[src/source/fetchPkg.sv]
package fetchPkg;

    // ------------------------------------------------------------------------
    // Memory geometry and timing
    // ------------------------------------------------------------------------

    localparam logic [8:0]  INST_MEM_HALFWORDS = 9'd256;        // Depth in halfwords
    localparam int          INST_INDEX_BITS    = $clog2(INST_MEM_HALFWORDS);
    localparam logic [1:0]  MEM_WAIT_CYCLES    = 2'd2;          // Wait states per read
    localparam logic [31:0] RESET_PC           = 32'h0000_0000; // First fetch address

    // RV32I major opcodes produced by the expander
    localparam logic [6:0]  OPC_OP_IMM = 7'b0010011;
    localparam logic [6:0]  OPC_LOAD   = 7'b0000011;
    localparam logic [6:0]  OPC_JAL    = 7'b1101111;
    localparam logic [6:0]  OPC_OP     = 7'b0110011;

    // ------------------------------------------------------------------------
    // Scalar types
    // ------------------------------------------------------------------------

    typedef logic [31:0]                InstAddr;  // Byte address
    typedef logic [31:0]                Inst;      // Full instruction word
    typedef logic [15:0]                CInst;     // Compressed instruction
    typedef logic [INST_INDEX_BITS-1:0] HalfIndex; // Halfword slot in the memory

    // Request towards the instruction memory
    typedef struct packed {
        InstAddr addr;  // Fetch address
        logic    re;    // Read strobe, one cycle
    } InstReq;

    // Response from the instruction memory
    typedef struct packed {
        Inst  inst;     // Halfwords at addr+2 and addr, low one first
        logic busy;     // Read still in progress
    } InstResp;

    // Result handed over to decode
    typedef struct packed {
        InstAddr pc;
        Inst     inst;       // Expanded when compressed
        logic    compressed; // Original word was 16 bits
    } FetchOut;

    typedef enum logic [1:0] {
        Idle,     // Leaving reset
        Request,  // Waiting for a free port, then issue
        Wait,     // Read in flight
        Hold      // Decode stalled on a delivered word
    } FetchState;

endpackage

[src/source/fetchControl.sv]
`timescale 1ns/10ps

module fetchControl (
    input  logic              i_clock,               // Clock
    input  logic              i_rstN,                // Sync reset, active low
    input  logic              i_hazard,              // MEM stage owns the port
    input  logic              i_busy,                // Memory read in progress
    input  logic              i_stall,               // Decode cannot accept
    input  logic              i_redirect,            // Branch redirect strobe
    input  fetchPkg::InstAddr i_redirectPc,          // Redirect target
    input  logic              i_deliveredCompressed, // Word on the output was 16 bits
    output fetchPkg::InstReq  o_req,                 // Request to memory and timer
    output fetchPkg::InstAddr o_pc);                 // PC of the fetch in progress

    fetchPkg::FetchState state;
    fetchPkg::InstAddr   pc;
    fetchPkg::InstAddr   nextPc;
    logic                issue;

    // Port must be free of MEM accesses and of an older read
    assign issue  = (state == fetchPkg::Request) && !i_hazard && !i_busy && !i_redirect;
    assign nextPc = pc + (i_deliveredCompressed ? 32'd2 : 32'd4); // Step by delivered size

    assign o_req.addr = pc;
    assign o_req.re   = issue;
    assign o_pc       = pc;

    // ------------------------------------------------------------------------
    // Fetch sequencing
    // ------------------------------------------------------------------------

    always_ff @(posedge i_clock) begin
        if (!i_rstN) begin
            state <= fetchPkg::Idle;
            pc    <= fetchPkg::RESET_PC;
        end
        else if (i_redirect) begin
            state <= fetchPkg::Request;       // Redirect wins over any state
            pc    <= i_redirectPc;
        end
        else begin
            case (state)
                fetchPkg::Idle:
                    state <= fetchPkg::Request;
                fetchPkg::Request:
                    if (issue)
                        state <= fetchPkg::Wait;
                fetchPkg::Wait:
                    if (!i_busy) begin          // Word now sits in the IF/ID register
                        if (i_stall)
                            state <= fetchPkg::Hold;
                        else begin
                            pc    <= nextPc;
                            state <= fetchPkg::Request;
                        end
                    end
                fetchPkg::Hold:
                    if (!i_stall) begin         // Decode took the word
                        pc    <= nextPc;
                        state <= fetchPkg::Request;
                    end
                default:
                    state <= fetchPkg::Idle;
            endcase
        end
    end

    // Wait relies on busy rising right after the read strobe
    assert property (@(posedge i_clock) disable iff (!i_rstN)
        o_req.re |=> i_busy);

    // Redirect targets come from outside and must keep the PC halfword aligned
    assert property (@(posedge i_clock) disable iff (!i_rstN)
        !pc[0]);

endmodule

[config.mk]
export PLATFORM = sky130hd
export DESIGN_NAME = fetchControl
export DESIGN_NICKNAME = d
export VERILOG_FILES = /design/src/source/fetchPkg.sv /design/src/source/fetchControl.sv
export SDC_FILE = /design/constraint.sdc
export NUM_CORES = 1
export LEC_CHECK = 0
export ABC_AREA = 1
export BUFFER_PORTS_ARGS = -buffer_cell sky130_fd_sc_hd__buf_2
export CELL_PAD_IN_SITES_DETAIL_PLACEMENT = 1
export CELL_PAD_IN_SITES_GLOBAL_PLACEMENT = 1
export CORE_AREA = 2 2 92 94
export DETAILED_ROUTE_END_ITERATION = 16
export DIE_AREA = 0 0 94 96
export GPL_TIMING_DRIVEN = 0
export PLACE_DENSITY = 0.91
export SKIP_CTS_REPAIR_TIMING = 1
export SYNTH_ARGS = -nofsm -noshare
export SYNTH_HDL_FRONTEND = slang
export SYNTH_SLANG_ARGS = --single-unit
[constraint.sdc]
create_clock -name i_clock -period 3.1 [get_ports i_clock]
set_clock_uncertainty 0.15 [all_clocks]
set_input_delay 0.155 -clock i_clock [delete_from_list [all_inputs] [get_ports i_clock]]
set_output_delay 0.155 -clock i_clock [all_outputs]
set_load 0.02 [all_outputs]
==> results of run 1 <==
-- layout make-up --
type | instances | share of cell area
Buffer | 45 | 0.09642
Clock buffer | 5 | 0.01986
Clock inverter | 2 | 0.002889
Inverter | 41 | 0.04839
Multi-Input combinational cell | 303 | 0.4435
Sequential cell | 34 | 0.1965
Tap cell | 105 | 0.03792
Timing Repair Buffer | 104 | 0.1546
-- metal layers --
metal / global-route usage / wire length, µm / up-vias
met5: 0 / 0 / -
met4: 0.06401 / 200 / 0
met3: 0.03054 / 433 / 12
met2: 0.4149 / 4990 / 90
met1: 0.2469 / 3977 / 1495
li1: - / - / 1547
-- state kept, by name (all words and copies together) (netlist names) --
register,flops
o_pc,32
state,2
-- worst max path at each step --
stage,from,end,slack [ps],cells past startpoint
after floorplan,o_pc[1]$_SDFFE_PN0P_,o_pc[23]$_SDFFE_PN0P_,990,11
after global placement,o_pc[1]$_SDFFE_PN0P_,o_pc[23]$_SDFFE_PN0P_,930,11
after detailed placement,o_pc[1]$_SDFFE_PN0P_,o_pc[23]$_SDFFE_PN0P_,880,11
after CTS,o_pc[1]$_SDFFE_PN0P_,o_pc[23]$_SDFFE_PN0P_,860,11
after global routing,o_pc[1]$_SDFFE_PN0P_,o_pc[23]$_SDFFE_PN0P_,700,11
final,o_pc[1]$_SDFFE_PN0P_,o_pc[23]$_SDFFE_PN0P_,870,11
-- cells by family (layout without fill, tap and decap cells) --
group	Yosys count	count (layout)	share of synthesized area
AO/OA/AOI/OAI	67	67	0.1463
buffers and inverters	86	197	0.1845
adder cells (fa/ha/maj)	6	6	0.03037
XOR/XNOR	7	7	0.02255
flip-flops	34	34	0.2503
AND/OR/NAND/NOR	223	223	0.3659
-- metrics by stage --
step / hold slack (ps) / total power, mW / instances / setup WS [ps]
floorplan: 139.9 / 0.7293 / 423 / 985.8
global placement: 232.8 / 0.8403 / 629 / 931.7
detailed placement: 246.4 / 0.8572 / 629 / 881.4
CTS: -56.91 / 1.183 / 636 / 856.3
global route: 12.02 / 1.236 / 639 / 698.5
finish: -15.08 / 1.174 / 639 / 871.3
-- report_power, final --
| group | internal (mW) | switching, mW |
|---|---|---|
| clock | 0.151 | 0.175 |
| sequential | 0.465 | 0.0492 |
| combinational | 0.141 | 0.193 |
| total | 0.757 | 0.417 |
-- synthesized netlist by cell type --
cell,number,area [µm²]
nor2_4,8,90.09
a22oi_1,12,90.09
nand3_1,20,100.1
nand2_2,4,25.02
a31oi_1,5,31.28
buf_2,3,15.01
nand3_2,1,10.01
xnor2_1,3,26.28
clkbuf_1,3,11.26
o21bai_2,1,11.26
buf_4,36,270.3
o221ai_1,1,8.760
and2_1,1,6.260
ha_1,5,62.56
nand4_1,5,31.28
nor2_1,57,214.0
clkbuf_8,1,13.76
bufinv_8,1,17.52
inv_1,40,150.1
fa_1,1,20.02
dfxtp_1,34,680.7
nand3b_1,4,30.03
dlymetal6s2s_1,1,12.51
nor3_1,3,15.01
nor2_2,3,18.77
buf_6,1,11.26
a21oi_1,28,140.1
a21boi_0,1,7.510
a211oi_1,1,7.510
a21oi_2,1,8.760
nand2_1,115,431.7
o21ai_0,13,65.06
o21ai_1,1,5.000
xor2_1,4,35.03
nand2_4,2,22.52
o21bai_1,3,22.52
-- critical path, stage by stage, from the launching register on --
cell     delay (ps)
dfxtp_1         370
ha_1            190
inv_1            60
fa_1            440
nor2_4          190
nand2_2         100
nor2_4          170
nand3_1         130
nand2_1          90
nand2_1          50
o21ai_1         140
inv_1            50
==> results.py, run 1 <==
metrics = {
    "outcome": {
        "outcome": "finished, violations left",
        "violations": "negative hold slack",
    },
    "setup_path": {
        "crit_fanout": 4,
        "cp-start-kind": "flop",
        "worstReg2RegStart": "o_pc[1]$_SDFFE_PN0P_",
        "crit_arrival_ps": 2270,
        "timing.reg2reg.setup_slack_ps": 870,
        "critPathCaptureType": "flop",
        "cp.required_ps": 3140,
        "path_class": "reg -> reg",
        "rr_worst_depth": 11,
        "r2r-end": "o_pc[23]$_SDFFE_PN0P_",
    },
    "sta": {
        "setup_viol": 0,
        "maxSlewViolCount": 0,
        "period_needed_ps": 2229,
        "finalHoldViolations": 2,
        "relSlewSlack": 0.6054,
        "fin_crit_sh": 0.7189,
        "fmax_mhz": 448.7,
        "tightest_slew_ps": 591.9,
        "whs_ps": -15.08,
        "rsz0062_at_grt": "no",
        "tns_ps": 0,
    },
    "worst_hold_path": {
        "hp-start": "i_redirectPc[6]",
        "hold_depth": 3,
        "hold_path_class": "in -> reg",
        "worstHoldEndpoint": "o_pc[6]$_SDFFE_PN0P_",
    },
    "cts": {
        "path_clk_slew_ps": 80,
        "insertion_delay_ps": 290,
        "htree_num_levels": 2,
        "cts_buffer_depth": 2,
        "cts_tree": "yes",
        "root_buffer": "clkbuf_8",
        "cts_sinks": 34,
        "cts_inserted_buffers": 5,
    },
    "drt": {
        "num_vias": 3144,
        "drtIter0Drc": 177,
        "first_pass_iters": 4,
        "postRouteAntennaNets": 0,
        "viasPerCell": 4.920,
        "drc": 0,
        "wl_um": 9602,
        "wl_per_cell_um": 15.03,
    },
    "floorplan": {
        "die_x_um": 94,
        "coreArea_um2": 8051,
        "pin_count": 104,
        "start_util": 0.3377,
        "rows": 33,
        "die_area_um2": 9024,
        "dieHeight_um": 96,
    },
    "synth": {
        "synth_nets": 468,
        "avgSynthCellArea_um2": 6.428,
        "synth_cell_types": 36,
        "post_synth_instance_area_um2": 2719,
        "synth_seq_cells": 34,
        "ys_warn_count": 0,
        "syn_inst": 423,
        "yosysSeqAreaShare": 0.2503,
    },
    "global_route": {
        "grt_max_degree": 11,
        "grtUsageTotal": 0.2160,
        "grt_overflow_total": 0,
        "grt_pass1_vias": 3180,
        "grt_pass1_wl_um": 15210,
        "antenna_found_initial": 0,
    },
    "finish": {
        "mostFrequentLayoutCells": "115 x nand2_1, 104 x buf_2, 57 x nor2_1",
        "drive_gt1_frac": 0.3184,
        "area_delta_synth_final_pct": 27.43,
        "final_area_um2": 3465,
        "fin_util": 0.4303,
        "nets": 579,
        "seqCellArea_um2": 680.7,
        "fill_cells": 1115,
        "final_common_cell": "nand2_1",
        "multi_input_area_um2": 1536,
        "antenna_cells": 0,
    },
    "power_and_ir_drop": {
        "ir_worst_vdd_mv": 0.1781,
        "p_per_area_nw_per_um2": 338.9,
        "leakage_nw": 1.651,
    },
    "placed_design": {
        "dpl-instance-area_um2": 3356,
        "numPortBuffers": 101,
        "gp_congestion": 0.9036,
        "hpwl_um": 7625,
    },
    "run": {
        "max_cap_viol_count": 0,
    },
}
Power figures use the tool's default switching activity.
==> run 2: changes to the inputs <==
--- a/config.mk
+++ b/config.mk
@@ -9,11 +9,11 @@
 export BUFFER_PORTS_ARGS = -buffer_cell sky130_fd_sc_hd__buf_2
 export CELL_PAD_IN_SITES_DETAIL_PLACEMENT = 1
 export CELL_PAD_IN_SITES_GLOBAL_PLACEMENT = 1
-export CORE_AREA = 2 2 92 94
+export CORE_AREA = 2 2 94 96
 export DETAILED_ROUTE_END_ITERATION = 16
-export DIE_AREA = 0 0 94 96
+export DIE_AREA = 0 0 96 98
 export GPL_TIMING_DRIVEN = 0
-export PLACE_DENSITY = 0.91
+export PLACE_DENSITY = 0.88
 export SKIP_CTS_REPAIR_TIMING = 1
 export SYNTH_ARGS = -nofsm -noshare
 export SYNTH_HDL_FRONTEND = slang
==> constraint.sdc (replaced) <==
create_clock -name i_clock -period 2.3 [get_ports i_clock]
set_clock_uncertainty 0.15 [all_clocks]
set_input_delay 0.115 -clock i_clock [delete_from_list [all_inputs] [get_ports i_clock]]
set_output_delay 0.115 -clock i_clock [all_outputs]
set_load 0.02 [all_outputs]
==> run 2 against run 1 <==
Compared with the run above:
- the flow still finishes with violations (negative hold slack)
- routed wire length grew 1.7%
- sequential share of layout area decreased by 0.41 points
- register-to-register slack worse by 700 ps
- total power grew 46%
- non-clock buffer count up 4
- critical path type unchanged
- largest power group unchanged
==> results.py, run 2 (synthesis results as in run 1) <==
metrics = {
    "outcome": {
        "outcome": "finished, violations left",
        "violations": "negative hold slack",
    },
    "finish": {
        "largest_reg_flops": 32,
        "area_delta_synth_final_pct": 30.14,
        "nets": 583,
        "final_common_cell": "nand2_1",
        "mostFrequentLayoutCells": "115 x nand2_1, 104 x buf_2, 57 x nor2_1",
        "drive_gt1_frac": 0.3154,
        "antenna_cells": 0,
    },
    "cts": {
        "cts_inserted_buffers": 5,
        "cts_buffer_depth": 2,
        "htree_num_levels": 2,
        "insertion_delay_ps": 290,
        "cts_tree": "yes",
        "path_clk_slew_ps": 80,
        "root_buffer": "clkbuf_8",
        "cts_sinks": 34,
    },
    "setup_path": {
        "critPathCaptureType": "flop",
        "cp-start-kind": "flop",
        "path_class": "reg -> reg",
        "cp.required_ps": 2330,
        "crit_arrival_ps": 2160,
        "crit_fanout": 9,
    },
    "global_route": {
        "antenna_found_initial": 0,
        "grt_max_degree": 11,
        "grt_pass1_vias": 3199,
        "grt_overflow_total": 0,
        "grt_pass1_wl_um": 15500,
        "grtUsageTotal": 0.2095,
    },
    "sta": {
        "tns_ps": 0,
        "maxSlewViolCount": 0,
        "finalHoldViolations": 9,
        "setup_viol": 0,
        "rsz0062_at_grt": "no",
        "whs_ps": -37.96,
        "fmax_mhz": 469.4,
        "fin_crit_sh": 0.9262,
        "period_needed_ps": 2130,
        "fin_ws_ps": 169.6,
        "relSlewSlack": 0.5457,
        "tightest_slew_ps": 681.4,
    },
    "floorplan": {
        "die_x_um": 96,
        "pin_count": 104,
        "rows": 34,
        "die_area_um2": 9408,
        "coreArea_um2": 8466,
        "start_util": 0.3212,
        "dieHeight_um": 98,
    },
    "power_and_ir_drop": {
        "p_int_mw": 1.146,
        "power_frac_seq": 0.404,
        "ir_worst_vdd_mv": 0.2060,
        "p_per_area_nw_per_um2": 484.3,
        "leakage_nw": 1.676,
        "switching_power_uw": 567.1,
        "pwr-share-clk": 0.329,
        "combPwrFrac": 0.267,
        "swShare": 0.3310,
        "power_mw": 1.714,
    },
    "run": {
        "max_cap_viol_count": 0,
    },
    "drt": {
        "num_vias": 3172,
        "viasPerCell": 4.903,
        "wl_per_cell_um": 15.10,
        "drtIter0Drc": 138,
        "wl_um": 9768,
        "postRouteAntennaNets": 0,
        "first_pass_iters": 4,
        "drc": 0,
    },
    "placed_design": {
        "numPortBuffers": 101,
        "dpl_worst_slack_ps": 92.70,
        "hpwl_um": 7532,
        "gp_congestion": 0.8976,
    },
    "worst_hold_path": {
        "hold_path_class": "in -> reg",
    },
}
## run 2: layer usage
layer | part of all wire | GRT usage | vias to the layer above
met4 | 0.019 | 0.06593 | 0
met3 | 0.053 | 0.03086 | 16
met5 | 0 | 0 | -
met1 | 0.41 | 0.2539 | 1507
met2 | 0.52 | 0.3729 | 96
li1 | - | - | 1553
## run 2: critical path, cell delays in order, from the launching register on
cell and delay, ps:
dfxtp_1 370, inv_1 80, ha_1 230, nand2_1 100
nand3_2 270, inv_1 330, nand3_1 140, nand2_1 80
nand2_1 40, o21ai_0 160, inv_1 70
## run 2: final cells by class
cell class,count,area [µm²]
plain buffers,45,334.1
clock inverters,1,30.03
fillers,1174,4927
repair buffers,108,575.6
clock buffers,7,76.32
inverters,41,167.7
flip-flops and latches,34,680.7
multi-input cells,303,1539
well taps,108,135.1
## run 2: metrics by stage
step	utilization	cell area, µm²	instances
after global placement	0.3968	3359	632
after global routing	0.4180	3538	647
after floorplan	-	2719	423
after CTS	0.4094	3466	640
after detailed placement	0.3968	3359	632
final	0.4180	3538	647
## run 2: path summary, 6_finish.rpt
check                        startpoint               endpoint  slack, ps  cells past startpoint
setup / recovery  state[0]$_SDFFE_PN0P_  o_pc[16]$_SDFFE_PN0P_        170                     10
hold / removal          i_redirectPc[5]   o_pc[5]$_SDFFE_PN0P_        -40                      3
setup reg to reg  state[0]$_SDFFE_PN0P_  o_pc[16]$_SDFFE_PN0P_        170                     10
hold reg to reg   state[1]$_SDFFE_PP0P_  state[1]$_SDFFE_PP0P_        380                      2
## run 2: power groups by stage
stage,combinational [mW],clock [mW],sequential [mW]
after floorplan,0.253,0,0.730
after global placement,0.432,0,0.702
after detailed placement,0.450,0,0.705
after CTS,0.452,0.577,0.692
after global routing,0.498,0.595,0.700
final,0.458,0.564,0.691
==> run 3: changes to the inputs <==
--- a/config.mk
+++ b/config.mk
@@ -6,14 +6,14 @@
 export NUM_CORES = 1
 export LEC_CHECK = 0
 export ABC_AREA = 1
-export BUFFER_PORTS_ARGS = -buffer_cell sky130_fd_sc_hd__buf_2
 export CELL_PAD_IN_SITES_DETAIL_PLACEMENT = 1
 export CELL_PAD_IN_SITES_GLOBAL_PLACEMENT = 1
-export CORE_AREA = 2 2 94 96
+export CORE_AREA = 2 2 92 94
 export DETAILED_ROUTE_END_ITERATION = 16
-export DIE_AREA = 0 0 96 98
+export DIE_AREA = 0 0 94 96
+export DONT_BUFFER_PORTS = 1
 export GPL_TIMING_DRIVEN = 0
-export PLACE_DENSITY = 0.88
+export PLACE_DENSITY = 0.74
 export SKIP_CTS_REPAIR_TIMING = 1
 export SYNTH_ARGS = -nofsm -noshare
 export SYNTH_HDL_FRONTEND = slang
==> run 3 against run 2 <==
Compared with the run above:
- the run still ends with negative hold slack left
- die area is 4.1% lower
- fmax is 0.77% lower
- design area is 7.8% lower
- non-clock buffer count is 76 lower
- sequential cell count stayed put
- setup slack worse by 16 ps
- highest routed layer unchanged
==> results.py, run 3 (synthesis results as in run 1) <==
metrics = {
    "outcome": {
        "outcome": "finished, violations left",
        "violations": "negative hold slack",
    },
    "sta": {
        "fmax_mhz": 465.8,
        "fin_ws_ps": 153.2,
        "period_needed_ps": 2147,
        "fin_crit_sh": 0.9334,
        "whs_ps": -62.37,
        "setup_viol": 0,
        "maxSlewViolCount": 0,
        "tightest_slew_ps": 682.4,
        "relSlewSlack": 0.5451,
        "tns_ps": 0,
        "finalHoldViolations": 3,
    },
    "finish": {
        "final_common_cell": "nand2_1",
        "area_delta_synth_final_pct": 20.02,
        "final_area_um2": 3263,
        "drive_gt1_frac": 0.1602,
        "mostFrequentLayoutCells": "115 x nand2_1, 57 x nor2_1, 39 x inv_1",
        "antenna_cells": 0,
        "nets": 507,
        "largest_reg_flops": 32,
    },
    "drt": {
        "wl_um": 9342,
        "viasPerCell": 5.106,
        "wl_per_cell_um": 16.48,
        "first_pass_iters": 4,
        "drtIter0Drc": 90,
        "drc": 0,
        "postRouteAntennaNets": 0,
        "num_vias": 2895,
    },
    "setup_path": {
        "critPathCaptureType": "flop",
        "path_class": "reg -> reg",
        "critPathMaxStageDelay_ps": 370,
        "crit_arrival_ps": 2140,
        "crit_slowest_cell": "dfxtp_1",
        "crit_fanout": 10,
        "crit_chain": "inv_1 -> ha_1 -> nand2_1 -> nand3_2 -> nand2_4 -> inv_1 -> buf_4 -> a22oi_1 -> a21oi_1",
        "critPathTopFamily": "simple AND/OR/NAND/NOR gates",
        "cp-start-kind": "flop",
        "cp.required_ps": 2300,
        "worst-path-buf-inv": 3,
        "cp_common_cell": "inv_1",
    },
    "floorplan": {
        "die_x_um": 94,
        "die_area_um2": 9024,
        "coreArea_um2": 8051,
        "rows": 33,
        "pin_count": 104,
        "start_util": 0.3377,
        "dieHeight_um": 96,
    },
    "cts": {
        "cts_sinks": 34,
        "htree_num_levels": 2,
        "root_buffer": "clkbuf_8",
        "insertion_delay_ps": 290,
        "cts_inserted_buffers": 5,
        "cts_tree": "yes",
        "cts_buffer_depth": 2,
        "path_clk_slew_ps": 80,
    },
    "power_and_ir_drop": {
        "p_per_area_nw_per_um2": 469.7,
        "leakage_nw": 1.296,
        "ir_worst_vdd_mv": 0.2030,
        "power_mw": 1.533,
        "p_int_uw": 995.5,
        "combPwrFrac": 0.229,
        "swShare": 0.3505,
        "pwr-share-clk": 0.286,
        "switching_power_uw": 537.2,
        "power_frac_seq": 0.485,
    },
    "global_route": {
        "grt_pass1_vias": 2786,
        "grt_overflow_total": 0,
        "antenna_found_initial": 0,
        "grt_max_degree": 11,
        "grtUsageTotal": 0.2060,
        "grt_pass1_wl_um": 14260,
    },
    "placed_design": {
        "dpl-instance-area_um2": 2850,
        "dpl_worst_slack_ps": -59.27,
        "hpwl_um": 7047,
        "gp_congestion": 0.8317,
        "numPortBuffers": 0,
    },
    "run": {
        "max_cap_viol_count": 0,
    },
    "worst_hold_path": {
        "hold_path_class": "in -> reg",
    },
}
run 3: power by group through the flow:
stage	clock (mW)	sequential, mW	combinational (mW)
after floorplan	0	0.730	0.253
after global placement	0	0.755	0.297
after detailed placement	0	0.757	0.306
after CTS	0.448	0.743	0.307
after global routing	0.472	0.752	0.390
final	0.439	0.743	0.351
run 3: worst reg2reg max path, cell delays in order, from the launching register on:
cell and delay (ps):
dfxtp_1 370, inv_1 70, ha_1 230, nand2_1 110
nand3_2 290, nand2_4 200, inv_1 100, buf_4 200
a22oi_1 170, a21oi_1 100
run 3: final timing paths:
| path | start | end | slack (ps) | cells past startpoint |
|---|---|---|---|---|
| hold / removal | i_redirectPc[16] | o_pc[16]$_SDFFE_PN0P_ | -60 | 4 |
| hold reg to reg | state[1]$_SDFFE_PP0P_ | state[1]$_SDFFE_PP0P_ | 370 | 2 |
| setup reg to reg | state[0]$_SDFFE_PN0P_ | o_pc[29]$_SDFFE_PN0P_ | 150 | 9 |
| setup / recovery | state[0]$_SDFFE_PN0P_ | o_pc[29]$_SDFFE_PN0P_ | 150 | 9 |
run 3: cell type report:
class | instances | area [µm²]
fill | 1087 | 4788
multi-input combinational | 303 | 1539
clock buffer | 7 | 76.32
timing repair buffer | 32 | 325.3
sequential | 34 | 685.7
buffer | 45 | 334.1
tap | 105 | 131.4
inverter | 41 | 171.4
run 3: through the flow:
stage               instances  utilization
finish                    567       0.4053
floorplan                 423            -
CTS                       535       0.3635
global placement          528       0.3540
global route              567       0.4053
detailed placement        528       0.3540
run 3: layer usage:
| layer | wire (µm) | global-route usage | up-vias | part of all wire |
|---|---|---|---|---|
| met4 | 234 | 0.06522 | 0 | 0.025 |
| met5 | 0 | 0 | - | 0 |
| met1 | 3947 | 0.2394 | 1398 | 0.42 |
| met3 | 516 | 0.04777 | 13 | 0.055 |
| met2 | 4644 | 0.3744 | 84 | 0.50 |
| li1 | - | - | 1400 | - |
