<file path="config.mk">
export PLATFORM = sky130hd
export DESIGN_NAME = stageIf
export DESIGN_NICKNAME = d
export VERILOG_FILES = /design/src/source/fetchPkg.sv /design/src/source/instExpander.sv /design/src/source/stageIf.sv
export SDC_FILE = /design/constraint.sdc
export NUM_CORES = 1
export LEC_CHECK = 0
export BUFFER_PORTS_ARGS = -buffer_cell sky130_fd_sc_hd__buf_2
export CAP_MARGIN = 30
export CORE_MARGIN = 3
export CORE_UTILIZATION = 45
export CTS_BUF_LIST = sky130_fd_sc_hd__clkbuf_4 sky130_fd_sc_hd__clkbuf_8 sky130_fd_sc_hd__clkbuf_16
export CTS_CLUSTER_DIAMETER = 200
export DETAILED_ROUTE_END_ITERATION = 8
export PLACE_DENSITY = 0.83
export SKIP_CTS_REPAIR_TIMING = 1
export SLEW_MARGIN = 20
export SYNTH_ARGS = -nofsm -noshare
export SYNTH_HDL_FRONTEND = slang
export SYNTH_SLANG_ARGS = --single-unit
</file>
<file path="constraint.sdc">
create_clock -name i_clock -period 7.1 [get_ports i_clock]
set_input_delay 0.355 -clock i_clock [delete_from_list [all_inputs] [get_ports i_clock]]
set_output_delay 0.355 -clock i_clock [all_outputs]
set_load 0.03 [all_outputs]
</file>
<file path="src/source/fetchPkg.sv">
package fetchPkg;

    // ------------------------------------------------------------------------
    // Memory geometry and timing
    // ------------------------------------------------------------------------

    localparam logic [8:0]  INST_MEM_HALFWORDS = 9'd256;        // Depth in halfwords
    localparam int          INST_INDEX_BITS    = $clog2(INST_MEM_HALFWORDS);
    localparam logic [1:0]  MEM_WAIT_CYCLES    = 2'd2;          // Wait states per read
    localparam logic [31:0] RESET_PC           = 32'h0000_0000; // First fetch address

    // RV32I major opcodes produced by the expander
    localparam logic [6:0]  OPC_OP_IMM = 7'b0010011;
    localparam logic [6:0]  OPC_LOAD   = 7'b0000011;
    localparam logic [6:0]  OPC_JAL    = 7'b1101111;
    localparam logic [6:0]  OPC_OP     = 7'b0110011;

    // ------------------------------------------------------------------------
    // Scalar types
    // ------------------------------------------------------------------------

    typedef logic [31:0]                InstAddr;  // Byte address
    typedef logic [31:0]                Inst;      // Full instruction word
    typedef logic [15:0]                CInst;     // Compressed instruction
    typedef logic [INST_INDEX_BITS-1:0] HalfIndex; // Halfword slot in the memory

    // Request towards the instruction memory
    typedef struct packed {
        InstAddr addr;  // Fetch address
        logic    re;    // Read strobe, one cycle
    } InstReq;

    // Response from the instruction memory
    typedef struct packed {
        Inst  inst;     // Halfwords at addr+2 and addr, low one first
        logic busy;     // Read still in progress
    } InstResp;

    // Result handed over to decode
    typedef struct packed {
        InstAddr pc;
        Inst     inst;       // Expanded when compressed
        logic    compressed; // Original word was 16 bits
    } FetchOut;

    typedef enum logic [1:0] {
        Idle,     // Leaving reset
        Request,  // Waiting for a free port, then issue
        Wait,     // Read in flight
        Hold      // Decode stalled on a delivered word
    } FetchState;

endpackage

</file>
<file path="src/source/instExpander.sv">
`timescale 1ns/10ps

module instExpander (
    input  fetchPkg::Inst i_inst,          // Fetched word
    output fetchPkg::Inst o_inst,          // 32-bit form
    output logic          o_isCompressed); // Low halfword is an RVC encoding

    fetchPkg::CInst c;
    fetchPkg::Inst  expanded;
    logic [4:0]     rdFull;
    logic [4:0]     rs2Full;
    logic [4:0]     rdPrime;
    logic [4:0]     rs1Prime;
    logic [11:0]    immCi;
    logic [11:0]    immLw;
    logic [20:0]    offJ;

    assign c              = i_inst[15:0];
    assign o_isCompressed = (i_inst[1:0] != 2'b11);

    // ------------------------------------------------------------------------
    // Field extraction
    // ------------------------------------------------------------------------

    assign rdFull   = c[11:7];
    assign rs2Full  = c[6:2];
    assign rdPrime  = {2'b01, c[4:2]};  // x8..x15
    assign rs1Prime = {2'b01, c[9:7]};

    // CI immediate, sign extended
    assign immCi = {{6{c[12]}}, c[12], c[6:2]};

    // C.LW offset, word scaled and zero extended
    assign immLw = {5'd0, c[5], c[12:10], c[6], 2'b00};

    // C.J offset bits are scattered across the encoding
    assign offJ = {{9{c[12]}}, c[12], c[8], c[10:9], c[6], c[7], c[2], c[11],
                   c[5:3], 1'b0};

    // ------------------------------------------------------------------------
    // Expansion table
    // ------------------------------------------------------------------------

    always_comb begin
        expanded = '0;                  // Unsupported encodings
        case ({c[15:13], c[1:0]})
            5'b000_01:                  // C.ADDI
                expanded = {immCi, rdFull, 3'b000, rdFull, fetchPkg::OPC_OP_IMM};
            5'b010_01:                  // C.LI
                expanded = {immCi, 5'd0, 3'b000, rdFull, fetchPkg::OPC_OP_IMM};
            5'b010_00:                  // C.LW
                expanded = {immLw, rs1Prime, 3'b010, rdPrime, fetchPkg::OPC_LOAD};
            5'b101_01:                  // C.J
                expanded = {offJ[20], offJ[10:1], offJ[11], offJ[19:12], 5'd0,
                            fetchPkg::OPC_JAL};
            5'b100_10: begin
                if (rs2Full != 5'd0) begin          // rs2 zero is JR, JALR or EBREAK
                    if (c[12])                      // C.ADD
                        expanded = {7'd0, rs2Full, rdFull, 3'b000, rdFull,
                                    fetchPkg::OPC_OP};
                    else                            // C.MV
                        expanded = {7'd0, rs2Full, 5'd0, 3'b000, rdFull,
                                    fetchPkg::OPC_OP};
                end
            end
            default:
                expanded = '0;
        endcase
    end

    assign o_inst = o_isCompressed ? expanded : i_inst; // Full words pass untouched

endmodule

</file>
<file path="src/source/stageIf.sv">
`timescale 1ns/10ps

module stageIf (
    input  logic              i_clock,       // Clock
    input  logic              i_rstN,        // Sync reset, active low
    input  fetchPkg::InstResp i_resp,        // Memory response
    input  logic              i_done,        // Completion cycle
    input  fetchPkg::InstAddr i_pc,          // PC of the fetch in flight
    input  logic              i_stall,       // Decode stall
    input  logic              i_redirect,    // Branch redirect strobe
    input  logic              i_memIsValid,  // Valid op in MEM
    input  logic              i_memRdEnable, // MEM reads memory
    input  logic              i_memWrEnable, // MEM writes memory
    output logic              o_hazard,      // Port taken by MEM
    output fetchPkg::FetchOut o_out,         // IF/ID register
    output logic              o_instValid);  // o_out holds a live word

    fetchPkg::Inst expInst;
    logic          expCompressed;
    logic          discard;                  // Read in flight belongs to the old path
    logic          load;

    // Shared port hazard
    assign o_hazard = i_memIsValid & (i_memRdEnable | i_memWrEnable);

    instExpander expander (
        .i_inst         (i_resp.inst),
        .o_inst         (expInst),
        .o_isCompressed (expCompressed));

    assign load = i_done & ~discard & ~i_redirect;

    // ------------------------------------------------------------------------
    // IF/ID register
    // ------------------------------------------------------------------------

    always_ff @(posedge i_clock) begin
        if (!i_rstN) begin
            o_instValid <= 1'b0;
            discard     <= 1'b0;
        end
        else begin
            if (i_redirect)
                discard <= i_resp.busy & ~i_done; // Drop the read still counting
            else if (i_done)
                discard <= 1'b0;

            if (i_redirect)
                o_instValid <= 1'b0;
            else if (load)
                o_instValid <= 1'b1;
            else if (!i_stall)
                o_instValid <= 1'b0;              // Taken by decode
        end
    end

    always_ff @(posedge i_clock) begin
        if (load) begin
            o_out.pc         <= i_pc;
            o_out.inst       <= expInst;
            o_out.compressed <= expCompressed;
        end
    end

    // Controller stays in Hold, so nothing new lands under a stall
    assert property (@(posedge i_clock) disable iff (!i_rstN)
        (o_instValid && i_stall && !i_redirect) |=> (o_instValid && $stable(o_out)));

endmodule

</file>
==> flow_summary.yaml, run 1 <==
run_status:
  outcome: "finished, final reports clean"
yosys:
  syn_area_sq_um: 2710
  dominantRegCellSynth: "edfxtp_1"
  yosys.area.top_type_share: 0.720
  synthMostInstantiatedCell: "edfxtp_1"
  synth.cells.most_frequent: "edfxtp_1 (65), a221o_1 (8)"
  seq_area_frac_synth: 0.735
  synth-async-reset-ratio: 0
  synth_area_per_cell_sq_um: 15.9
  synth_largest_area_cell: "edfxtp_1"
  yosys_register_bits: 67
  synth_edf_count: 65
  netlist-cell-type-count: 42
  synth_nets: 243
  netlist_instances: 170
  yosys-top-cells-area: "edfxtp_1 (72%), a221o_1 (3.0%), a22o_1 (2.3%), a21o_1 (1.9%), dfxtp_1 (1.5%)"
  yosys_warnings: 0
floorplanning:
  die_area_sq_um: 6990
  placeableCoreArea_sq_um: 5680
  die_width_microns: 83.6
  fp-row-count: 27
  chipHeight_microns: 83.6
  io_pins: 140
  start_util: 0.478
clock_network:
  cts_sinks: 67
  clock_insertion_delay_worst_skew_ns: 0.33
  cts_max_level: 3
  clk_pin_slew_ns: 0.07
  cts-root-buf: "clkbuf_8"
  number_of_buffers_inserted_during_clock_tree_synthesis: 9
  clock_tree_from_tritoncts: "done"
  max-clock-path-buffers: 2
timing:
  fmaxAchievable_mhz: 625
  fin_worst_skew_ns: 0.00537
  final.min_clock_period_ns: 1.60
  hold_slack_ns: 0.186
  timing.final.setup_violations: 0
  slew_headroom: 0.394
  tightestPinTransition_ns: 0.909
  finalCritPeriodShare: 0.225
  setup_repair_after_global_routing_missed_its_margin: "false"
  report.final.slew_viol_count: 0
  final_hold_viol_count: 0
  setup-tns-final_ns: 0
power_and_ir_drop:
  cellLeakagePower_uw: 0.00159
  worst_ir_drop_vdd_mv: 0.141
  power-per-cell-area_nw_per_um2: 260
global_routing:
  grt_pass1_vias: 2152
  antenna_found_initial: 1
  maximum_number_of_pins_on_one_net_before_global_route_repair: 67
  grt_overflow_total: 0
  global_route.usage.total: 0.224
  grt_first_pass_wirelength_microns: 11800
critical_path:
  critical_path_class: "input port to register"
  setup.worst_path.start_class: "input port"
  worstSetupEndpointType: "register"
  crit_fanout: 26
  worst-endpoint-required_ns: 7.31
  crit_arrival_ns: 1.81
routing:
  detailroute.via_count: 2106
  routed_wirelength_microns: 7710
  ant_nets: 0
  drt_pass1_iterations: 5
  route.detailed.drc: 0
  drt_iter0_drc: 149
  routed_via_density: 5.46
  detail_route.wl_per_cell_microns: 20.0
place:
  routabilityCongestion: 0.911
  dpl_cell_area_sq_um: 3440
  io_buffers: 139
  hpwlAfterDp_microns: 5410
cells_and_area:
  final_design_area_no_fill_sq_um: 3680
  insertedDiodeCount: 0
  area_growth_syn_to_layout_pct: 35.8
  final_net_count: 382
  drive_gt1_frac: 0.529
flow_run:
  max_cap_violations: 0
min_path:
  worst_hold_path_type: "input port to register"
final cells by class:
type	instances	area, sq um
Clock buffer	9	124
Clock inverter	7	116
Fill cell	443	1990
Inverter	3	11.3
Multi-Input combinational cell	88	646
Sequential cell	67	1990
Tap cell	72	90.1
Timing Repair Buffer	140	703
final timing paths:
check,startpoint,endpoint,slack (ns),depth (start not counted)
worst max-delay path,i_resp[1],o_out[2],5.50,5
worst min-delay path,i_done,discard,0.19,2
worst max register to register,discard,o_out[57],5.55,2
worst min register to register,o_instValid,o_instValid,0.52,2
worst max-delay path, cell delays in order:
cell and delay, ns:
buf_2 0.20, and2_1 0.76, inv_1 0.18, o211ai_1 0.17, a31o_2 0.14
cell families (layout without fill, tap and decap cells):
kind of cell,after synthesis,in the layout,synth area share
AOI/OAI and AO/OA,52,52,0.151
xor gates and xnor gates,1,1,0.00323
buffers and inverters,15,159,0.0291
DFF,67,67,0.735
muxes,1,1,0.00369
and+or+nand+nor,34,34,0.0780
state kept, by name (all words and copies together) (netlist names):
| signal | flops |
|---|---|
| o_out | 65 |
| discard | 1 |
| o_instValid | 1 |
layer usage:
layer | up-vias | GRT usage | part of all wire
met5 | - | 0 | 0.0017
met4 | 2 | 0.0731 | 0.018
met3 | 12 | 0.0938 | 0.093
met2 | 138 | 0.387 | 0.51
met1 | 1003 | 0.249 | 0.38
li1 | 951 | - | -
cells in the final DEF (no fill, tap or decap), types with 2 or more instances in the layout:
cell       synthesis  layout
a21oi_1            5       5
o21a_1             3       3
o31ai_1            2       2
nor2_1             3       3
nand2b_1           4       4
nor2b_1            3       3
bufinv_16          0       3
inv_1              3       3
nor3_1             2       2
buf_2              3     139
edfxtp_1          65      65
o21ai_0            7       7
nor3b_1            4       3
and3_1             2       2
a22oi_1            2       2
and2_1             2       2
clkbuf_8           0       9
clkinv_2           0       2
nand2_1            7       7
dfxtp_1            2       2
a221o_1            8       8
a31o_2             2       2
a21o_1             7       7
a22o_1             7       7
report_power, final:
| part | switching [uW] | internal (uW) |
|---|---|---|
| clock network | 144 | 232 |
| registers | 5.18 | 457 |
| logic | 80.0 | 40.7 |
| total | 229 | 730 |
metrics by stage:
step | utilization | total power (uW) | setup slack (ns) | std cells
3_5_place_dp | 0.606 | 590 | 5.18 | 370
2_1_floorplan | - | 544 | 1.38 | 170
3_3_place_gp | 0.606 | 586 | 5.21 | 370
4_1_cts | 0.649 | 969 | 5.53 | 386
6_report | 0.649 | 959 | 5.50 | 386
5_1_grt | 0.649 | 996 | 5.40 | 386
Note: power is estimated with default switching activity, not from simulation.
==> run 2: changes to the inputs <==
--- a/config.mk
+++ b/config.mk
@@ -5,6 +5,7 @@
 export SDC_FILE = /design/constraint.sdc
 export NUM_CORES = 1
 export LEC_CHECK = 0
+export ABC_AREA = 1
 export BUFFER_PORTS_ARGS = -buffer_cell sky130_fd_sc_hd__buf_2
 export CAP_MARGIN = 30
 export CORE_MARGIN = 3
==> constraint.sdc (replaced) <==
create_clock -name i_clock -period 1.6 [get_ports i_clock]
set_input_delay 0.08 -clock i_clock [delete_from_list [all_inputs] [get_ports i_clock]]
set_output_delay 0.08 -clock i_clock [all_outputs]
set_load 0.03 [all_outputs]
==> run 2 against run 1 <==
Clock-buffer cell count is 3 higher. Via count increased by 7.1%. Routed wire length fell by 3.7%. Clock skew decreased by 0.0012 ns. Largest cell class unchanged. Highest routed layer is now met4. Critical path type unchanged. Critical endpoint is now o_out[41]. Critical path depth fell by 1. Combinational power grew to 4.8 times the previous value. Sequential share of layout area is 3.9 points lower. Setup slack lost 5.3 ns.
==> flow_summary.yaml, run 2 <==
floorplanning:
  die_width_microns: 82.7
  placeableCoreArea_sq_um: 5610
  chipHeight_microns: 82.7
  io_pins: 140
  start_util: 0.472
  die_area_sq_um: 6840
  fp-row-count: 27
cells_and_area:
  drive_gt1_frac: 0.425
  final_net_count: 463
  reg.largest.list: "o_out: 65 flops, discard: 1 flops, o_instValid: 1 flops"
  area_growth_syn_to_layout_pct: 49.9
  max_ffs_per_register: 65
  registers.top_by_ff_count: "o_out"
  insertedDiodeCount: 0
  layout.cells.most_common_list: "buf_2 (139), edfxtp_1 (65), nand2_1 (52)"
  layout.cells.most_common: "buf_2"
place:
  io_buffers: 139
  pre_cts_slack_ns: 0.242
  routabilityCongestion: 0.930
  hpwlAfterDp_microns: 5180
yosys:
  synth_largest_area_cell: "edfxtp_1"
  synth_area_per_cell_sq_um: 12.8
  synth_nets: 280
  yosys.area.top_type_share: 0.737
  synth-async-reset-ratio: 0
  yosys_register_bits: 67
  netlist-cell-type-count: 21
  syn_area_sq_um: 2650
  netlist_instances: 207
  synthMostInstantiatedCell: "edfxtp_1"
  yosys-top-cells-area: "edfxtp_1 (74%), nand2_1 (7.4%), nand3_1 (4.2%), inv_1 (2.6%), o211ai_1 (2.0%)"
  synth.cells.most_frequent: "edfxtp_1 (65), nand2_1 (52), nand3_1 (22)"
  yosys_warnings: 0
  dominantRegCellSynth: "edfxtp_1"
  seq_area_frac_synth: 0.752
  synth_edf_count: 65
clock_network:
  clock_insertion_delay_worst_skew_ns: 0.33
  clk_pin_slew_ns: 0.07
  max-clock-path-buffers: 2
  cts_max_level: 3
  number_of_buffers_inserted_during_clock_tree_synthesis: 9
  cts-root-buf: "clkbuf_8"
  cts_sinks: 67
  clock_tree_from_tritoncts: "done"
timing:
  setup-tns-final_ns: 0
  timing.final.ws_setup_ns: 0.238
  fmaxAchievable_mhz: 734
  final_hold_viol_count: 0
  timing.final.setup_violations: 0
  slew_headroom: 0.725
  finalCritPeriodShare: 0.851
  report.final.slew_viol_count: 0
  final.min_clock_period_ns: 1.36
  tightestPinTransition_ns: 0.411
  fin_worst_skew_ns: 0.00414
  setup_repair_after_global_routing_missed_its_margin: "false"
critical_path:
  setup.worst_path.start_class: "input port"
  critical_path_class: "input port to register"
  crit_fanout: 27
  worst-endpoint-required_ns: 1.61
  worstSetupEndpointType: "register"
  crit_arrival_ns: 1.37
routing:
  drt_iter0_drc: 103
  routed_via_density: 4.83
  detailroute.via_count: 2256
  drt_pass1_iterations: 4
  routed_wirelength_microns: 7420
  route.detailed.drc: 0
  ant_nets: 0
  detail_route.wl_per_cell_microns: 15.9
run_status:
  outcome: "finished, final reports clean"
global_routing:
  antenna_found_initial: 0
  grt_pass1_vias: 2049
  global_route.usage.total: 0.196
  grt_overflow_total: 0
  maximum_number_of_pins_on_one_net_before_global_route_repair: 40
  grt_first_pass_wirelength_microns: 9580
power_and_ir_drop:
  cellLeakagePower_uw: 0.00178
  post-layout-total-power_uw: 3890
  power-per-cell-area_nw_per_um2: 980
  worst_ir_drop_vdd_mv: 0.514
flow_run:
  max_cap_violations: 0
min_path:
  worst_hold_path_type: "input port to register"
==> run 2: cell count changes in the layout (fill, tap and decap cells not counted), moves of 4 or more <==
cell / previous run / this run
a21o_1: 7 / 0
a221o_1: 8 / 0
a22o_1: 7 / 0
dlygate4sd3_1: 0 / 33
inv_1: 3 / 18
nand2_1: 7 / 52
nand2b_1: 4 / 0
nand3_1: 0 / 22
nand4_1: 0 / 5
nor2_1: 3 / 9
o211ai_1: 1 / 7
==> run 2: routing by layer <==
metal | vias to the layer above | share of wire | GRT usage | wire, microns
li1 | 1103 | - | - | -
met1 | 1014 | 0.38 | 0.226 | 2810
met2 | 126 | 0.49 | 0.315 | 3670
met3 | 13 | 0.11 | 0.0879 | 815
met4 | 0 | 0.017 | 0.0833 | 127
met5 | - | 0 | 0 | 0
==> run 2: stage by stage <==
step	utilization	hold WS [ns]	instances	cell area [sq um]
6_report	0.708	0.0130	467	3970
5_1_grt	0.708	0.00561	467	3970
4_1_cts	0.649	-0.102	434	3640
3_5_place_dp	0.616	0.258	418	3460
3_3_place_gp	0.616	0.257	418	3460
2_1_floorplan	-	0.158	207	2660
==> run 2: final cells by class <==
type	instances	area, sq um
clock buffers	12	159
clock inverters	4	25.0
fillers	422	1640
inverters	20	75.1
multi-input cells	118	574
flip-flops and latches	67	1990
well taps	72	90.1
repair buffers	174	1050
==> run 2: worst max-delay path: stages <==
cell and delay, ns:
dlygate4sd3_1 0.54, buf_2 0.13, nor3b_4 0.25, buf_4 0.36
==> run 2: logic make-up (layout without fill, tap and decap cells) <==
kind of cell	Yosys count	count (layout)	synth area share
and+or+nand+nor	97	97	0.162
DFF	67	67	0.752
buffers and inverters	22	210	0.0354
AOI/OAI and AO/OA	21	21	0.0501
==> run 2: path summary, 6_finish.rpt <==
path | slack [ns] | cells past startpoint | from | to
worst min-delay path | 0.01 | 2 | i_redirect | o_instValid
worst max register to register | 0.33 | 2 | discard | o_out[41]
worst max-delay path | 0.24 | 4 | i_done | o_out[41]
worst min register to register | 0.54 | 2 | o_instValid | o_instValid
==> run 2: power by group <==
part | internal [uW] | switching (uW)
registers | 2030 | 20.0
clock network | 659 | 613
logic | 212 | 363
==> run 3: changes to the inputs <==
--- a/config.mk
+++ b/config.mk
@@ -13,6 +13,7 @@
 export CTS_BUF_LIST = sky130_fd_sc_hd__clkbuf_4 sky130_fd_sc_hd__clkbuf_8 sky130_fd_sc_hd__clkbuf_16
 export CTS_CLUSTER_DIAMETER = 200
 export DETAILED_ROUTE_END_ITERATION = 8
+export MAX_ROUTING_LAYER = met4
 export PLACE_DENSITY = 0.83
 export SKIP_CTS_REPAIR_TIMING = 1
 export SLEW_MARGIN = 20
==> run 3 against run 2 <==
Final area fell by 0.22%. Highest routed layer unchanged. Core utilization fell by 0.16 points. Sequential power barely moved. Critical endpoint is now o_out[43]. Critical path type unchanged. Clock-buffer cell count fell by 1. Clock power fell by 4%. Hold slack got worse by 0.0096 ns.
==> flow_summary.yaml, run 3 (same netlist as run 2, synthesis figures left out) <==
run_status:
  outcome: "finished, final reports clean"
floorplanning:
  start_util: 0.472
  fp-row-count: 27
  die_area_sq_um: 6840
  placeableCoreArea_sq_um: 5610
  io_pins: 140
  chipHeight_microns: 82.7
  die_width_microns: 82.7
routing:
  drt_pass1_iterations: 4
  detail_route.wl_per_cell_microns: 16.7
  route.detailed.drc: 0
  ant_nets: 0
  drt_iter0_drc: 135
  detailroute.via_count: 2316
  routed_wirelength_microns: 7810
  routed_via_density: 4.96
cells_and_area:
  drive_gt1_frac: 0.423
  number_of_non_filler_instances_in_the_completed_layout: 467
  reg.largest.list: "o_out: 65 flops, discard: 1 flops, o_instValid: 1 flops"
  registers.top_by_ff_count: "o_out"
  fillCellCount: 411
  area_growth_syn_to_layout_pct: 49.6
  layout.cells.most_common: "buf_2"
  final_net_count: 463
  max_ffs_per_register: 65
  insertedDiodeCount: 0
  layout.cells.most_common_list: "buf_2 (139), edfxtp_1 (65), nand2_1 (52)"
critical_path:
  ordered_list_of_cells_on_the_worst_path: "dlygate4sd3_1 > buf_2 > nor3b_4 > buf_4"
  crit_fanout: 30
  setup.worst_path.start_class: "input port"
  critical_path.max_stage_delay_ns: 0.52
  worstSetupEndpointType: "register"
  cp_max_delay_cell: "dlygate4sd3_1"
  cp.buffers_inverters: 3
  crit_arrival_ns: 1.35
  worst-endpoint-required_ns: 1.59
  critPathTopFamily: "buffers and inverters"
  critical_path_class: "input port to register"
power_and_ir_drop:
  cellLeakagePower_uw: 0.00178
  post-layout-total-power_uw: 3850
  worst_ir_drop_vdd_mv: 0.544
  power-per-cell-area_nw_per_um2: 971
timing:
  finalCritPeriodShare: 0.850
  hold_slack_ns: 0.00341
  fin_worst_skew_ns: 0.00903
  final_hold_viol_count: 0
  slew_headroom: 0.725
  timing.final.setup_violations: 0
  fmaxAchievable_mhz: 735
  setup_repair_after_global_routing_missed_its_margin: "false"
  tightestPinTransition_ns: 0.413
  final.min_clock_period_ns: 1.36
  report.final.slew_viol_count: 0
global_routing:
  global_route.usage.total: 0.210
  maximum_number_of_pins_on_one_net_before_global_route_repair: 37
  grt_overflow_total: 0
  antenna_found_initial: 0
  grt_first_pass_wirelength_microns: 9890
  grt_pass1_vias: 2027
clock_network:
  cts-root-buf: "clkbuf_8"
  max-clock-path-buffers: 2
  clk_pin_slew_ns: 0.07
  cts_max_level: 3
  cts_sinks: 67
  clock_insertion_delay_worst_skew_ns: 0.33
  number_of_buffers_inserted_during_clock_tree_synthesis: 9
  clock_tree_from_tritoncts: "done"
place:
  io_buffers: 139
  placed_cells: 418
  hpwlAfterDp_microns: 5350
  routabilityCongestion: 0.949
flow_run:
  max_cap_violations: 0
min_path:
  worst_hold_path_type: "input port to register"
==> run 3: changes by cell type in the layout (fill, tap and decap cells not counted) <==
cell        before  now
clkinv_1         0    1
clkinvlp_4       2    1
clkbuf_8        11   10
clkinv_4         0    1
==> run 3: worst reg2reg max path, stage by stage, from the launching register on <==
cell     delay (ns)
dfxtp_2        0.33
nor3b_4        0.23
buf_4          0.39
==> run 3: path summary, 6_finish.rpt <==
kind / start / endpoint / slack, ns / cells past startpoint
setup / recovery: i_done / o_out[43] / 0.24 / 4
hold / removal: i_resp[0] / discard / 0.003 / 3
setup reg to reg: discard / o_out[43] / 0.30 / 2
hold reg to reg: discard / discard / 0.53 / 2
==> run 3: area by class of cell <==
| cell class | instances | area [sq um] | share of cell area |
|---|---|---|---|
| timing repair buffer | 174 | 1050 | 0.266 |
| tap | 72 | 90.1 | 0.0227 |
| clock buffer | 11 | 145 | 0.0366 |
| multi-input combinational | 118 | 574 | 0.145 |
| sequential | 67 | 1990 | 0.503 |
| inverter | 20 | 75.1 | 0.0190 |
| clock inverter | 5 | 30.0 | 0.00758 |
==> run 3: per-stage QoR <==
stage                     cell area [sq um]  setup TNS [ns]   util  worst slack, ns
after floorplan                        2660          -55.37      -           -0.841
after global placement                 3460               0  0.616            0.314
after detailed placement               3460               0  0.616            0.264
after CTS                              3630               0  0.647            0.286
after global routing                   3960               0  0.706            0.165
final                                  3960               0  0.706            0.239
==> run 3: report_power, final <==
group | switching [uW] | total [uW] | leakage (uW) | internal, uW
combinational | 369 | 581 | 0.00106 | 212
sequential | 22.0 | 2050 | 0.000623 | 2030
clock | 605 | 1220 | 0.0000902 | 614
total | 996 | 3850 | 0.00178 | 2850
==> run 3: layer usage <==
layer | part of all wire | up-vias | GRT usage
met5 | 0 | - | -
met4 | 0.026 | 0 | 0.0997
met3 | 0.096 | 18 | 0.0607
met2 | 0.50 | 135 | 0.339
met1 | 0.37 | 1063 | 0.241
li1 | - | 1100 | -
